===== config.mk =====
export PLATFORM = sky130hd
export DESIGN_NAME = i2c_bridge_top
export DESIGN_NICKNAME = d
export VERILOG_FILES = /design/src/logic/i2c_bridge_pkg.sv /design/src/logic/i2c_target.sv /design/src/logic/byte_fifo.sv /design/src/logic/host_port.sv /design/src/logic/i2c_bridge_top.sv
export SDC_FILE = /design/constraint.sdc
export NUM_CORES = 1
export LEC_CHECK = 0
export ABC_AREA = 1
export BUFFER_PORTS_ARGS = -buffer_cell sky130_fd_sc_hd__buf_2
export CAP_MARGIN = 20
export CELL_PAD_IN_SITES_DETAIL_PLACEMENT = 0
export CELL_PAD_IN_SITES_GLOBAL_PLACEMENT = 2
export CORE_MARGIN = 3
export CORE_UTILIZATION = 30
export CTS_CLUSTER_SIZE = 14
export DETAILED_ROUTE_END_ITERATION = 8
export PLACE_DENSITY = 0.63
export SYNTH_ARGS = -nofsm -noshare
export SYNTH_HDL_FRONTEND = slang
export SYNTH_SLANG_ARGS = --single-unit

===== constraint.sdc =====
create_clock -name clk -period 2 [get_ports clk]
set_input_delay 0.1 -clock clk [delete_from_list [all_inputs] [get_ports clk]]
set_output_delay 0.1 -clock clk [all_outputs]
set_load 0.02 [all_outputs]

===== src/logic/i2c_bridge_pkg.sv =====
// i2c bridge package: shared widths, FIFO sizing, filter defaults and target FSM states
package i2c_bridge_pkg;

    // data byte on the bus, in the buffer and at the host
    typedef logic [7:0] byte_t;

    // 7-bit target address
    typedef logic [6:0] dev_addr_t;

    // buffer sizing
    localparam int FIFO_DEPTH = 8;
    localparam int FIFO_ADDR_W = 3;

    // extra msb tells full from empty
    typedef logic [FIFO_ADDR_W:0] fifo_ptr_t;

    // input filter length in clock samples
    localparam int FILTER_LEN_DEFAULT = 4;

    localparam dev_addr_t DEV_ADDR_DEFAULT = 7'h50;

    typedef enum logic [2:0] {
        st_idle,
        st_address,
        st_ack,
        st_write_release,
        st_write_bits,
        st_read_bits,
        st_read_release,
        st_read_ack
    } target_state_t;

endpackage


===== src/logic/i2c_target.sv =====
// i2c target: filters the bus, collects written bytes for the buffer and serves read-back
module i2c_target #(
    parameter i2c_bridge_pkg::dev_addr_t DEV_ADDR = i2c_bridge_pkg::DEV_ADDR_DEFAULT,
    parameter int FILTER_LEN = i2c_bridge_pkg::FILTER_LEN_DEFAULT
) (
    input  logic                  clk,
    input  logic                  rst,
    input  logic                  scl_i,
    output logic                  scl_o,
    input  logic                  sda_i,
    output logic                  sda_o,
    output i2c_bridge_pkg::byte_t wr_data,
    output logic                  wr_req,
    input  logic                  wr_ack,
    input  i2c_bridge_pkg::byte_t rd_data
);

    i2c_bridge_pkg::target_state_t state;
    i2c_bridge_pkg::byte_t shift_reg;
    logic [2:0] bit_cnt;
    logic mode_read;
    logic nack;

    logic [FILTER_LEN-1:0] scl_filt;
    logic [FILTER_LEN-1:0] sda_filt;
    logic scl_lvl;
    logic sda_lvl;
    logic scl_last;
    logic sda_last;

    logic scl_rise;
    logic scl_fall;
    logic sda_rise;
    logic sda_fall;
    logic start_cond;
    logic stop_cond;

    // no clock stretching
    assign scl_o = 1'b1;

    assign scl_rise = scl_lvl && !scl_last;
    assign scl_fall = !scl_lvl && scl_last;
    assign sda_rise = sda_lvl && !sda_last;
    assign sda_fall = !sda_lvl && sda_last;

    // sda moving while scl is high
    assign start_cond = sda_fall && scl_lvl;
    assign stop_cond = sda_rise && scl_lvl;

    always_ff @(posedge clk) begin
        // buffer handshake closes on ack
        if (wr_req && wr_ack) begin
            wr_req <= 1'b0;
        end

        if (start_cond) begin
            sda_o <= 1'b1;
            bit_cnt <= 3'd7;
            state <= i2c_bridge_pkg::st_address;
        end else if (stop_cond) begin
            sda_o <= 1'b1;
            state <= i2c_bridge_pkg::st_idle;
        end else begin
            case (state)
                i2c_bridge_pkg::st_idle: begin
                    sda_o <= 1'b1;
                end
                i2c_bridge_pkg::st_address: begin
                    sda_o <= 1'b1;
                    if (scl_rise) begin
                        if (bit_cnt != 3'd0) begin
                            bit_cnt <= bit_cnt - 3'd1;
                            shift_reg <= {shift_reg[6:0], sda_lvl};
                        end else begin
                            // last bit is r/w
                            mode_read <= sda_lvl;
                            if (shift_reg[6:0] == DEV_ADDR) begin
                                nack <= 1'b0;
                                state <= i2c_bridge_pkg::st_ack;
                            end else begin
                                // not ours, wait for the next start
                                state <= i2c_bridge_pkg::st_idle;
                            end
                        end
                    end
                end
                i2c_bridge_pkg::st_ack: begin
                    if (scl_fall) begin
                        sda_o <= nack;
                        bit_cnt <= 3'd7;
                        if (mode_read) begin
                            shift_reg <= rd_data;
                            state <= i2c_bridge_pkg::st_read_bits;
                        end else begin
                            state <= i2c_bridge_pkg::st_write_release;
                        end
                    end
                end
                i2c_bridge_pkg::st_write_release: begin
                    // end of the ack clock
                    if (scl_fall) begin
                        sda_o <= 1'b1;
                        state <= i2c_bridge_pkg::st_write_bits;
                    end
                end
                i2c_bridge_pkg::st_write_bits: begin
                    sda_o <= 1'b1;
                    if (scl_rise) begin
                        shift_reg <= {shift_reg[6:0], sda_lvl};
                        if (bit_cnt != 3'd0) begin
                            bit_cnt <= bit_cnt - 3'd1;
                        end else begin
                            // byte done, accepted only if the last handshake closed
                            if (!wr_req && !wr_ack) begin
                                wr_data <= {shift_reg[6:0], sda_lvl};
                                wr_req <= 1'b1;
                                nack <= 1'b0;
                            end else begin
                                nack <= 1'b1;
                            end
                            state <= i2c_bridge_pkg::st_ack;
                        end
                    end
                end
                i2c_bridge_pkg::st_read_bits: begin
                    // msb first, one bit per falling scl
                    if (scl_fall) begin
                        {sda_o, shift_reg} <= {shift_reg, 1'b1};
                        if (bit_cnt != 3'd0) begin
                            bit_cnt <= bit_cnt - 3'd1;
                        end else begin
                            state <= i2c_bridge_pkg::st_read_release;
                        end
                    end
                end
                i2c_bridge_pkg::st_read_release: begin
                    if (scl_fall) begin
                        sda_o <= 1'b1;
                        state <= i2c_bridge_pkg::st_read_ack;
                    end
                end
                i2c_bridge_pkg::st_read_ack: begin
                    if (scl_rise) begin
                        if (sda_lvl) begin
                            // controller nack ends the read
                            state <= i2c_bridge_pkg::st_idle;
                        end else begin
                            bit_cnt <= 3'd7;
                            shift_reg <= rd_data;
                            state <= i2c_bridge_pkg::st_read_bits;
                        end
                    end
                end
            endcase
        end

        // glitch filter, level changes only after FILTER_LEN equal samples
        scl_filt <= {scl_filt[FILTER_LEN-2:0], scl_i};
        sda_filt <= {sda_filt[FILTER_LEN-2:0], sda_i};

        if (scl_filt == '1) begin
            scl_lvl <= 1'b1;
        end else if (scl_filt == '0) begin
            scl_lvl <= 1'b0;
        end

        if (sda_filt == '1) begin
            sda_lvl <= 1'b1;
        end else if (sda_filt == '0) begin
            sda_lvl <= 1'b0;
        end

        scl_last <= scl_lvl;
        sda_last <= sda_lvl;

        if (rst) begin
            state <= i2c_bridge_pkg::st_idle;
            sda_o <= 1'b1;
            wr_req <= 1'b0;
            bit_cnt <= 3'd0;
            mode_read <= 1'b0;
            nack <= 1'b0;
            scl_filt <= '1;
            sda_filt <= '1;
            scl_lvl <= 1'b1;
            sda_lvl <= 1'b1;
            scl_last <= 1'b1;
            sda_last <= 1'b1;
        end
    end

    // byte must hold until the buffer has taken it
    wr_data_stable: assert property (@(posedge clk) disable iff (rst)
        wr_req |=> (!wr_req || $stable(wr_data)));

    // new request only after the buffer dropped its ack
    wr_req_after_ack: assert property (@(posedge clk) disable iff (rst)
        $rose(wr_req) |-> !wr_ack);

endmodule


===== src/logic/byte_fifo.sv =====
// byte FIFO with eight entries and four-phase req/ack on both sides
module byte_fifo (
    input  logic                  clk,
    input  logic                  rst,
    input  i2c_bridge_pkg::byte_t wr_data,
    input  logic                  wr_req,
    output logic                  wr_ack,
    output i2c_bridge_pkg::byte_t fifo_data,
    output logic                  fifo_req,
    input  logic                  fifo_ack
);

    localparam int AW = i2c_bridge_pkg::FIFO_ADDR_W;

    i2c_bridge_pkg::byte_t mem [i2c_bridge_pkg::FIFO_DEPTH];
    i2c_bridge_pkg::fifo_ptr_t wr_ptr;
    i2c_bridge_pkg::fifo_ptr_t rd_ptr;

    logic full;
    logic empty;
    logic push;
    logic pop;

    assign empty = (wr_ptr == rd_ptr);
    // same index on the other lap
    assign full = (wr_ptr[AW] != rd_ptr[AW]) && (wr_ptr[AW-1:0] == rd_ptr[AW-1:0]);

    // ack is held off while full
    assign push = wr_req && !wr_ack && !full;
    assign pop = fifo_req && fifo_ack;

    // head entry stays put while fifo_req is up
    assign fifo_data = mem[rd_ptr[AW-1:0]];

    always_ff @(posedge clk) begin
        if (push) begin
            mem[wr_ptr[AW-1:0]] <= wr_data;
        end
    end

    always_ff @(posedge clk) begin
        // write side phase
        if (push) begin
            wr_ptr <= wr_ptr + i2c_bridge_pkg::fifo_ptr_t'(1);
            wr_ack <= 1'b1;
        end else if (wr_ack && !wr_req) begin
            wr_ack <= 1'b0;
        end

        // read side phase
        if (pop) begin
            rd_ptr <= rd_ptr + i2c_bridge_pkg::fifo_ptr_t'(1);
            fifo_req <= 1'b0;
        end else if (!fifo_req && !fifo_ack && !empty) begin
            fifo_req <= 1'b1;
        end

        if (rst) begin
            wr_ptr <= '0;
            rd_ptr <= '0;
            wr_ack <= 1'b0;
            fifo_req <= 1'b0;
        end
    end

    // occupancy never goes past the depth
    no_push_full: assert property (@(posedge clk) disable iff (rst)
        i2c_bridge_pkg::fifo_ptr_t'(wr_ptr - rd_ptr) <= i2c_bridge_pkg::FIFO_DEPTH);

    // consumer ack only ever pops a held entry
    no_pop_empty: assert property (@(posedge clk) disable iff (rst)
        pop |-> !empty);

endmodule


===== src/logic/host_port.sv =====
// host port: hands buffered bytes to the host one at a time and keeps the read-back register
module host_port (
    input  logic                  clk,
    input  logic                  rst,
    input  i2c_bridge_pkg::byte_t fifo_data,
    input  logic                  fifo_req,
    output logic                  fifo_ack,
    output i2c_bridge_pkg::byte_t out_data,
    output logic                  out_req,
    input  logic                  out_ack,
    input  i2c_bridge_pkg::byte_t data_in,
    input  logic                  data_latch,
    output i2c_bridge_pkg::byte_t rd_data
);

    // a captured byte not yet delivered
    logic holding;

    always_ff @(posedge clk) begin
        // take a byte only once the host side is idle
        if (!holding && !out_ack && fifo_req && !fifo_ack) begin
            out_data <= fifo_data;
            fifo_ack <= 1'b1;
            holding <= 1'b1;
        end else if (fifo_ack && !fifo_req) begin
            fifo_ack <= 1'b0;
        end

        if (out_req && out_ack) begin
            out_req <= 1'b0;
            holding <= 1'b0;
        end else if (holding && !out_req && !out_ack) begin
            out_req <= 1'b1;
        end

        // host latch beats a delivery in the same cycle
        if (data_latch) begin
            rd_data <= data_in;
        end else if (out_req && out_ack) begin
            rd_data <= out_data;
        end

        if (rst) begin
            fifo_ack <= 1'b0;
            out_req <= 1'b0;
            holding <= 1'b0;
            rd_data <= '0;
        end
    end

    out_data_stable: assert property (@(posedge clk) disable iff (rst)
        out_req |=> (!out_req || $stable(out_data)));

endmodule


===== src/logic/i2c_bridge_top.sv =====
// i2c bridge top: target, byte buffer and host port in a chain
module i2c_bridge_top #(
    parameter i2c_bridge_pkg::dev_addr_t DEV_ADDR = i2c_bridge_pkg::DEV_ADDR_DEFAULT,
    parameter int FILTER_LEN = i2c_bridge_pkg::FILTER_LEN_DEFAULT
) (
    input  logic                  clk,
    input  logic                  rst,
    input  logic                  scl_i,
    output logic                  scl_o,
    input  logic                  sda_i,
    output logic                  sda_o,
    output i2c_bridge_pkg::byte_t out_data,
    output logic                  out_req,
    input  logic                  out_ack,
    input  i2c_bridge_pkg::byte_t data_in,
    input  logic                  data_latch
);

    i2c_bridge_pkg::byte_t wr_data;
    logic wr_req;
    logic wr_ack;
    i2c_bridge_pkg::byte_t fifo_data;
    logic fifo_req;
    logic fifo_ack;
    i2c_bridge_pkg::byte_t rd_data;

    i2c_target #(
        .DEV_ADDR  (DEV_ADDR),
        .FILTER_LEN(FILTER_LEN)
    ) u_target (
        .clk    (clk),
        .rst    (rst),
        .scl_i  (scl_i),
        .scl_o  (scl_o),
        .sda_i  (sda_i),
        .sda_o  (sda_o),
        .wr_data(wr_data),
        .wr_req (wr_req),
        .wr_ack (wr_ack),
        .rd_data(rd_data)
    );

    byte_fifo u_fifo (
        .clk      (clk),
        .rst      (rst),
        .wr_data  (wr_data),
        .wr_req   (wr_req),
        .wr_ack   (wr_ack),
        .fifo_data(fifo_data),
        .fifo_req (fifo_req),
        .fifo_ack (fifo_ack)
    );

    host_port u_host (
        .clk       (clk),
        .rst       (rst),
        .fifo_data (fifo_data),
        .fifo_req  (fifo_req),
        .fifo_ack  (fifo_ack),
        .out_data  (out_data),
        .out_req   (out_req),
        .out_ack   (out_ack),
        .data_in   (data_in),
        .data_latch(data_latch),
        .rd_data   (rd_data)
    );

endmodule


### Yosys cells after proc, flatten, opt, wreduce, memory -nomap -nowiden

Memories as Yosys holds them, arrays and structs flattened. A register that Yosys moved wholly into a read port is not among the register bits.
Cells that the tools add are included.

| cells by class | value |
|---|---|
| $add $sub $neg | 3 |
| eq/ne operators | 44 |
| muxes and demuxes | 59 |
| bitwise logic cells | 3 |
| reductions and logical operators | 64 |

Operators with widths:

| cell | number |
|---|---|
| 8-bit two-way mux | 10 |
| 3-bit two-way mux | 19 |
| 8-bit one-hot mux with 5 select lines | 1 |
| 11-bit AND reduction | 3 |
| 4-bit by 1-bit inequality test with 1-bit output, second input constant | 7 |
| 1-bit two-way mux | 24 |
| 2-bit by 1-bit inequality test with 1-bit output, second input constant | 12 |
| 1-bit logical AND | 22 |
| 3-bit one-hot mux with 7 select lines | 1 |
| 1-bit logical NOT | 13 |
| 3-bit equality test, second input constant | 4 |
| 3-bit by 1-bit inequality test with 1-bit output, second input constant | 4 |
| 4-bit by 2-bit inequality test with 1-bit output, second input constant | 3 |
| 3-bit one-hot mux with 4 select lines | 1 |
| 2-bit OR reduction | 6 |
| 5-bit nonzero test | 2 |
| 9-bit nonzero test | 1 |
| 4-bit by 1-bit adder with 4-bit output, second input constant | 2 |
| 4-bit equality test, second input constant | 2 |
| 4-bit logical NOT | 2 |
| 2-bit inequality test, second input constant | 4 |
| 8-bit AND reduction | 1 |
| 2-bit nonzero test | 4 |
| 7-bit equality test, second input constant | 1 |
| other kinds (20) | 24 |

| storage, ports and cells | value |
|---|---|
| register bits | 59 |
| RAM bits | 64 |
| input bits | 14 |
| output and inout port bits | 11 |
| logic and storage cells | 197 |
| memories | 1 |

Memory list:

| name | words | bits a word | read ports | clocked after memory_dff | write ports | RTL line | text |
|---|---|---|---|---|---|---|---|
| u_fifo.mem | 8 | 8 | 1 | 1 | 1 | byte_fifo.sv:15 | `i2c_bridge_pkg::byte_t mem [i2c_bridge_pkg::FIFO_DEPTH];` |

### Logic depth before layout (Yosys ltp)

Gate-level depths: netlist of the first run.

| depth | value |
|---|---|
| word-level depth | 8 |
| depth in mapped cells | 12 |
| depth with buffers taken out | 11 |

### Hierarchy

A second synthesis of the first run with hierarchy kept.

| unflattened totals | value |
|---|---|
| cells, all modules | 555 |
| area, all modules | 5689.2 um2 |

By module, submodules not included:

| module | times used | cells each | area an instance (um2) | sequential area each (um2) |
|---|---|---|---|---|
| byte_fifo | 1 | 253 | 3124.2 | 2182.1 |
| i2c_target | 1 | 201 | 1757.9 | 920.9 |
| host_port | 1 | 101 | 807.0 | 460.4 |

### Worst setup path after synthesis of the first run

OpenSTA, ideal clock, no wires.

| path | value |
|---|---|
| kind | reg2reg |
| start | reg u_fifo.rd_ptr[1] |
| end | mem u_fifo.mem[6][0] in the netlist's numbering (enable) |
| arrival time | 1615 ps |
| required time | 1617 ps |
| slack | 1 ps |
| stages on the path, launching flop included | 11 |
| clock period less this slack | 1999 ps |
| path through | dfxtp_1 -> buf_4 -> inv_2 -> nand2_1 -> nand3_1 -> nor2_1 -> nand2_2 -> nand2_2 -> inv_2 -> nand2_2 -> nor3_1 |

| between the ends | value |
|---|---|
| longest elaborated chain between the ends | 6 |

Ends and longest elaborated chain:

| element | RTL line | text |
|---|---|---|
| start: declaration | byte_fifo.sv:17 | `i2c_bridge_pkg::fifo_ptr_t rd_ptr;` |
| start signal: assignment | byte_fifo.sv:52 | `rd_ptr <= rd_ptr + i2c_bridge_pkg::fifo_ptr_t'(1);` |
| 3-bit equality test | byte_fifo.sv:26 | `assign full = (wr_ptr[AW] != rd_ptr[AW]) && (wr_ptr[AW-1:0] == rd_ptr[AW-1:0]);` |
| 1-bit logical AND | byte_fifo.sv:26 |  |
| 1-bit logical NOT | byte_fifo.sv:29 | `assign push = wr_req && !wr_ack && !full;` |
| 1-bit logical AND | byte_fifo.sv:29 |  |
| 1-bit two-way mux | byte_fifo.sv:36 | `if (push) begin` |
| 1-bit two-way mux (not written as such) | byte_fifo.sv:37 | `mem[wr_ptr[AW-1:0]] <= wr_data;` |
| end: declaration | byte_fifo.sv:15 |  |

Every way passes these cells.

### Worst setup path in the final report of the first run

| path | value |
|---|---|
| start | reg u_fifo.wr_ptr[1] |
| end | mem u_fifo.mem[5][3] in the netlist's numbering (enable) |

| between the ends | value |
|---|---|
| longest elaborated chain between the ends | 6 |

Ends and longest elaborated chain:

| element | RTL line | text |
|---|---|---|
| start: declaration | byte_fifo.sv:16 | `i2c_bridge_pkg::fifo_ptr_t wr_ptr;` |
| start signal: assignment | byte_fifo.sv:44 | `wr_ptr <= wr_ptr + i2c_bridge_pkg::fifo_ptr_t'(1);` |
| 3-bit equality test | byte_fifo.sv:26 |  |
| 1-bit logical AND | byte_fifo.sv:26 |  |
| 1-bit logical NOT | byte_fifo.sv:29 |  |
| 1-bit logical AND | byte_fifo.sv:29 |  |
| 1-bit two-way mux | byte_fifo.sv:36 |  |
| 1-bit two-way mux (not written as such) | byte_fifo.sv:37 |  |

Several ways; a longest one is shown, not always the timed one.

==> results of run 1 <==
tightest hold or removal path: stages:
cell,delay [ns]
buf_2,0.07
a21oi_1,0.07
a21oi_1,0.14
layer usage:
| layer | track usage | routed length (µm) | share of wire | vias to the layer above |
|---|---|---|---|---|
| li1 | - | - | - | 2099 |
| met1 | 0.190 | 6540 | 0.50 | 1907 |
| met2 | 0.218 | 6050 | 0.46 | 74 |
| met3 | 0.0301 | 452 | 0.034 | 13 |
| met4 | 0.0475 | 160 | 0.012 | 0 |
| met5 | 0 | 0 | 0 | - |
stage by stage:
step	power [mW]	util	cell area, µm²
floorplan	4.30	-	5620
global placement	4.79	0.339	6180
detailed placement	4.78	0.339	6180
CTS	7.76	0.376	6850
global route	8.13	0.376	6860
finish	7.68	0.376	6860
repair_timing:
item / in CTS / in global routing
endpoints found under the setup margin: 0 / 8
hold endpoints to repair: 13 / 0
resized for setup: 0 / 1
hold buffers: 11 / 0
logic make-up after synthesis:
logic type	Yosys count
flops	131
compound gates	111
xor+xnor	6
simple gates	247
fa+ha+maj	4
other cells	1
buf+inv	74
synthesized netlist by cell type, types with 6 or more instances:
library cell and number:
o21ai_1 6, nand2_2 7, nand2_1 99, inv_1 39, nor2_1 94, a21oi_1 28, clkbuf_1 11, o21ai_0 49
o22ai_1 19, dfxtp_1 43, or2_2 9, nand3_1 17, inv_2 8, nor3_1 7, edfxtp_1 88
how the worst min path moves through the flow:
| stage | startpoint | end | slack [ns] |
|---|---|---|---|
| floorplan | out_ack | u_host.out_req | 0.18 |
| global placement | scl_i | u_target.scl_filt[0] | 0.28 |
| detailed placement | sda_i | u_target.sda_filt[0] | 0.28 |
| CTS | data_in[2] | u_host.rd_data[2] | 0.005 |
| global route | data_in[2] | u_host.rd_data[2] | 0.02 |
| finish | data_in[2] | u_host.rd_data[2] | 0.01 |
power by group:
part	internal (mW)	switching (mW)
sequential	3.08	0.129
combinational	0.620	0.920
clock	1.64	1.29
layout make-up:
type                            count  area [µm²]  share of cell area
Timing Repair Buffer               73         518              0.0756
Tap cell                          229         287              0.0418
Sequential cell                   131        3500               0.511
Inverter                           51         199              0.0290
Multi-Input combinational cell    369        1790               0.260
Clock inverter                     15         138              0.0201
Clock buffer                       17         425              0.0621
==> impl_metrics.csv, run 1 <==
group,metric,value,unit
detailed_routing,first_iter_violations,228,
logic_synthesis,yosysWarnings,0,
timing,post-route-min-period,1.77,ns
layout,synthToLayoutAreaGrowth,21.9,%
setup_path,cpMaxStageDelayCell,"dfxtp_1",
timing,skew,0.0100,ns
clock_tree,cts_buffer_depth,2,
setup_path,crit_start,"u_fifo.wr_ptr[1]",
setup_path,critPathKind,"register to register",
place,gp_congestion,0.780,
die,fp-row-count,49,
logic_synthesis,ys_ff_latch,131,
grt,antenna_found_initial,0,
layout,final_cell_mix,"99 x nand2_1, 93 x nor2_1, 88 x edfxtp_1, 49 x o21ai_0, 43 x dfxtp_1",
worst_hold_path,hp-class,"input port to register",
die,die_x,143,µm
timing,holdWs,0.0130,ns
grt,grt_max_degree,35,
logic_synthesis,synth_compound_area_frac,0.108,
place,dp_hpwl,9320,µm
timing,setup_viol,0,
detailed_routing,post_drt_wl_per_cell,14.9,µm
setup_path,cp-end-kind,"register",
timing,rsz0062_at_grt,"no",
setup_path,r2r_cells,10,
layout,nets,661,
clock_tree,clk_pin_slew,0.06,ns
detailed_routing,route.detailed.drc,0,
logic_synthesis,synth_top_area_frac,0.470,
setup_path,r2r_start,"u_fifo.wr_ptr[1]",
timing,slew_violations,0,
layout,antennaDiodeCount,0,
layout,final_cells,885,
die,ios,25,
clock_tree,cts_tree,"built",
setup_path,crit_family,"simple AND/OR/NAND/NOR gates",
logic_synthesis,syn_inst,574,
place,pre_cts_ws,0.0789,ns
logic_synthesis,synth_xor_area_frac,0.00935,
power_and_ir_drop,leakage,2.75,nW
logic_synthesis,syn_area,5620,µm²
die,initial_utilization,0.309,
layout,fillerInstances,1790,
logic_synthesis,syn_nets,592,
grt,grt_pass1_vias,4056,
timing,setup_slack,0.225,ns
layout,final_common_cell,"nand2_1",
timing,worst_pin_slew,0.663,ns
logic_synthesis,synth.area.top_cells,"edfxtp_1 47%, dfxtp_1 15%, nand2_1 6.6%, nor2_1 6.3%, o21ai_0 4.4%",
setup_path,cp.depth,10,
detailed_routing,routed_wl,13200,µm
timing,clock.fmax,0.563,GHz
logic_synthesis,yosys.area.top_type,"edfxtp_1",
grt,overflow,0,
layout,largest_reg_flops,64,
place,dp_cells,842,
logic_synthesis,synthFlopType,"edfxtp_1",
grt,grt_pass1_wl,21700,µm
detailed_routing,via_per_inst,4.62,
setup_path,cp_slowest_stage_delay,0.42,ns
die,die-area,20400,µm²
power_and_ir_drop,powerDensity,1120,nW/µm²
die,coreArea,18200,µm²
detailed_routing,vias,4093,
clock_tree,clock-sinks,131,
logic_synthesis,synth_edf_count,88,
clock_tree,root_buffer,"clkbuf_16",
setup_path,cp_max_fo,8,
timing,period_share,0.887,
clock_tree,cts_max_level,4,
clock_tree,clock_latency,0.42,ns
die,die_h,143,µm
logic_synthesis,synth_cell_types,38,
setup_path,cp-start-kind,"register",
power_and_ir_drop,vdd_drop_max,0.670,mV
setup_path,crit_buf_inv,3,
detailed_routing,detail-route-antenna-nets,0,
setup_path,rr_endpoint,"u_fifo.mem[5][3]",
logic_synthesis,avgSynthCellArea,9.79,µm²
detailed_routing,first_pass_iters,4,
timing,slew_headroom,0.557,
grt,track_usage,0.138,
outcome,outcome,"finished, final reports clean",
logic_synthesis,synthAdderAreaFrac,0.00890,
timing,setup_tns,0,ns
setup_path,cp-endpoint,"u_fifo.mem[5][3]",
setup_path,arrival,1.94,ns
logic_synthesis,synthArstFlopShare,0,
logic_synthesis,yosysSeqAreaShare,0.623,
setup_path,worst_ep_required_time,2.16,ns
clock_tree,post_cts_buffers,0,
logic_synthesis,synthMuxAreaShare,0,
setup_path,rrSetupSlack,0.23,ns
worst_hold_path,min_path_cells,3,
flow_run,maxCapViolations,0,
logic_synthesis,synth_simple_gate_area_frac,0.190,
setup_path,path_cells,"inv_1 > nand2_1 > nand3_1 > nor2_1 > nand2_2 > nand2_2 > inv_2 > nand2_1 > nor2_1 > buf_4",
logic_synthesis,synth_top_family_by_area,"simple AND/OR/NAND/NOR gates",
clock_tree,cts_buffers,17,
place,port_buffers,23,
timing,hold_viol,0,
layout,layout-drive-gt1-share,0.201,
Note: power is estimated with default switching activity, not from simulation.
==> run 2: changes to the inputs <==
--- a/config.mk
+++ b/config.mk
@@ -6,7 +6,6 @@
 export NUM_CORES = 1
 export LEC_CHECK = 0
 export ABC_AREA = 1
-export BUFFER_PORTS_ARGS = -buffer_cell sky130_fd_sc_hd__buf_2
 export CAP_MARGIN = 20
 export CELL_PAD_IN_SITES_DETAIL_PLACEMENT = 0
 export CELL_PAD_IN_SITES_GLOBAL_PLACEMENT = 2
@@ -14,7 +13,8 @@
 export CORE_UTILIZATION = 30
 export CTS_CLUSTER_SIZE = 14
 export DETAILED_ROUTE_END_ITERATION = 8
-export PLACE_DENSITY = 0.63
+export DONT_BUFFER_PORTS = 1
+export PLACE_DENSITY = 0.61
 export SYNTH_ARGS = -nofsm -noshare
 export SYNTH_HDL_FRONTEND = slang
 export SYNTH_SLANG_ARGS = --single-unit
==> run 2 against run 1 <==
Against the previous run:
- worst hold slack worse by 0.0057 ns
- global-route usage is 0.36 points lower
- maximum frequency is 1.5% higher
- utilization is 1.4 points lower
- clock power is 2% higher
- total power is 1.9% lower
- wire length is 1.8% lower
- sequential power hardly changed
- register-to-register slack better by 0.03 ns
- sequential share of layout area is 2.0 points higher
==> impl_metrics.csv, run 2 (same netlist as run 1, synthesis figures left out) <==
group,metric,value,unit
place,gp_congestion,0.787,
layout,layout-drive-gt1-share,0.139,
timing,setup_tns,0,ns
place,port_buffers,0,
setup_path,path_cells,"inv_1 > nand2_1 > nand2_1 > nand3_1 > nor2_1 > nand2_2 > nand2_2 > inv_2 > nand2_2 > nor3_1 > buf_4",
grt,overflow,0,
timing,hold_viol,0,
layout,synthToLayoutAreaGrowth,17.4,%
die,initial_utilization,0.309,
timing,period_share,0.874,
grt,antenna_found_initial,0,
setup_path,crit_family,"simple AND/OR/NAND/NOR gates",
setup_path,cpMaxStageDelayCell,"dfxtp_1",
timing,clock.fmax,0.572,GHz
layout,utilization,0.363,
clock_tree,root_buffer,"clkbuf_16",
setup_path,arrival,1.87,ns
detailed_routing,via_per_inst,4.65,
clock_tree,clk_pin_slew,0.06,ns
clock_tree,cts-hold-fix-buffers,13,
grt,grt_pass1_vias,3876,
setup_path,cp_slowest_stage_delay,0.41,ns
detailed_routing,route.detailed.drc,0,
clock_tree,cts_tree,"built",
outcome,outcome,"finished, final reports clean",
setup_path,cp_max_fo,8,
power_and_ir_drop,leakage,2.57,nW
die,coreArea,18200,µm²
setup_path,worst_ep_required_time,2.12,ns
worst_hold_path,hp-class,"input port to register",
detailed_routing,routed_wl,13000,µm
die,die_x,143,µm
grt,busiest_layer,"met2",
timing,slew_violations,0,
timing,post-route-min-period,1.75,ns
flow_run,maxCapViolations,0,
clock_tree,cts_max_level,4,
detailed_routing,post_drt_wl_per_cell,15.4,µm
setup_path,crit_top_cell,"nand2_2",
place,dp_hpwl,9180,µm
timing,slew_headroom,0.484,
power_and_ir_drop,powerDensity,1140,nW/µm²
place,pre_cts_ws,0.239,ns
grt,grtUsageMet3,0.0362,
die,die-area,20400,µm²
grt,grt_max_degree,35,
setup_path,cp-end-kind,"register",
detailed_routing,vias,3915,
layout,largest_reg_flops,64,
layout,final_common_cell,"nand2_1",
grt,grt_pass1_wl,20800,µm
clock_tree,cts_buffers,17,
layout,nets,618,
timing,worst_pin_slew,0.771,ns
detailed_routing,first_iter_violations,195,
clock_tree,clock-sinks,131,
die,ios,25,
layout,final_cell_mix,"99 x nand2_1, 94 x nor2_1, 88 x edfxtp_1, 49 x o21ai_0, 43 x dfxtp_1",
setup_path,critPathKind,"register to register",
clock_tree,cts_resized,0,
layout,antennaDiodeCount,0,
clock_tree,clock_latency,0.42,ns
timing,skew,0.00681,ns
clock_tree,post_cts_buffers,0,
timing,rsz0062_at_grt,"no",
grt,track_usage,0.135,
timing,setup_viol,0,
layout,multi_input_area,1780,µm²
layout,final_cells,842,
timing,setup_slack,0.252,ns
detailed_routing,first_pass_iters,4,
layout,fillerInstances,1814,
setup_path,cp-start-kind,"register",
grt,globalRouteMet1Util,0.183,
detailed_routing,detail-route-antenna-nets,0,
setup_path,crit_buf_inv,3,
clock_tree,cts_buffer_depth,2,
grt,use_met2,0.207,
die,fp-row-count,49,
die,die_h,143,µm
power_and_ir_drop,vdd_drop_max,0.585,mV
layout,regArea,3500,µm²
power_and_ir_drop,p_total,7.53,mW
place,dp_cells,797,
run 2: changes by cell type in the layout (fill, tap and decap cells not counted), sizes merged:
cell / delta
dlygate4sd3: +2
clkinvlp: +1
inv: -2
buf: -45
bufinv: +1
run 2: report_power, final:
part	switching, mW	internal, mW	total [mW]
combinational	0.839	0.458	1.30
sequential	0.159	3.08	3.24
clock	1.25	1.74	3.00
total	2.25	5.28	7.53
run 2: area by class of cell:
type,instances,area share
Sequential cell,131,0.531
Multi-Input combinational cell,369,0.270
Clock buffer,17,0.0644
Tap cell,229,0.0434
Timing Repair Buffer,30,0.0390
Inverter,51,0.0301
Clock inverter,15,0.0224
run 2: stage by stage:
step / hold WS (ns) / instance area [µm²]
2_1_floorplan: 0.179 / 5620
3_3_place_gp: 0.174 / 5900
3_5_place_dp: 0.175 / 5900
4_1_cts: 0.00103 / 6600
5_1_grt: 0.0107 / 6600
6_report: 0.00726 / 6600
run 2: per-layer routing:
layer,routed length [µm],vias up
li1,-,2007
met1,6540,1825
met2,5830,64
met3,383,19
met4,217,0
met5,0,-
run 2: worst min-delay path, cell delays in order:
cell	delay, ns
nor2_1	0.03
a21oi_1	0.15
a21oi_1	0.09
run 2: worst paths after layout:
check	slack [ns]	end	from	cells past startpoint
worst max register to register	0.25	u_fifo.mem[6][7]	u_fifo.wr_ptr[0]	11
worst min register to register	0.46	u_target.wr_data[3]	u_target.shift_reg[2]	0
worst min-delay path	0.007	u_host.rd_data[3]	data_latch	3
worst max-delay path	0.25	u_fifo.mem[6][7]	u_fifo.wr_ptr[0]	11
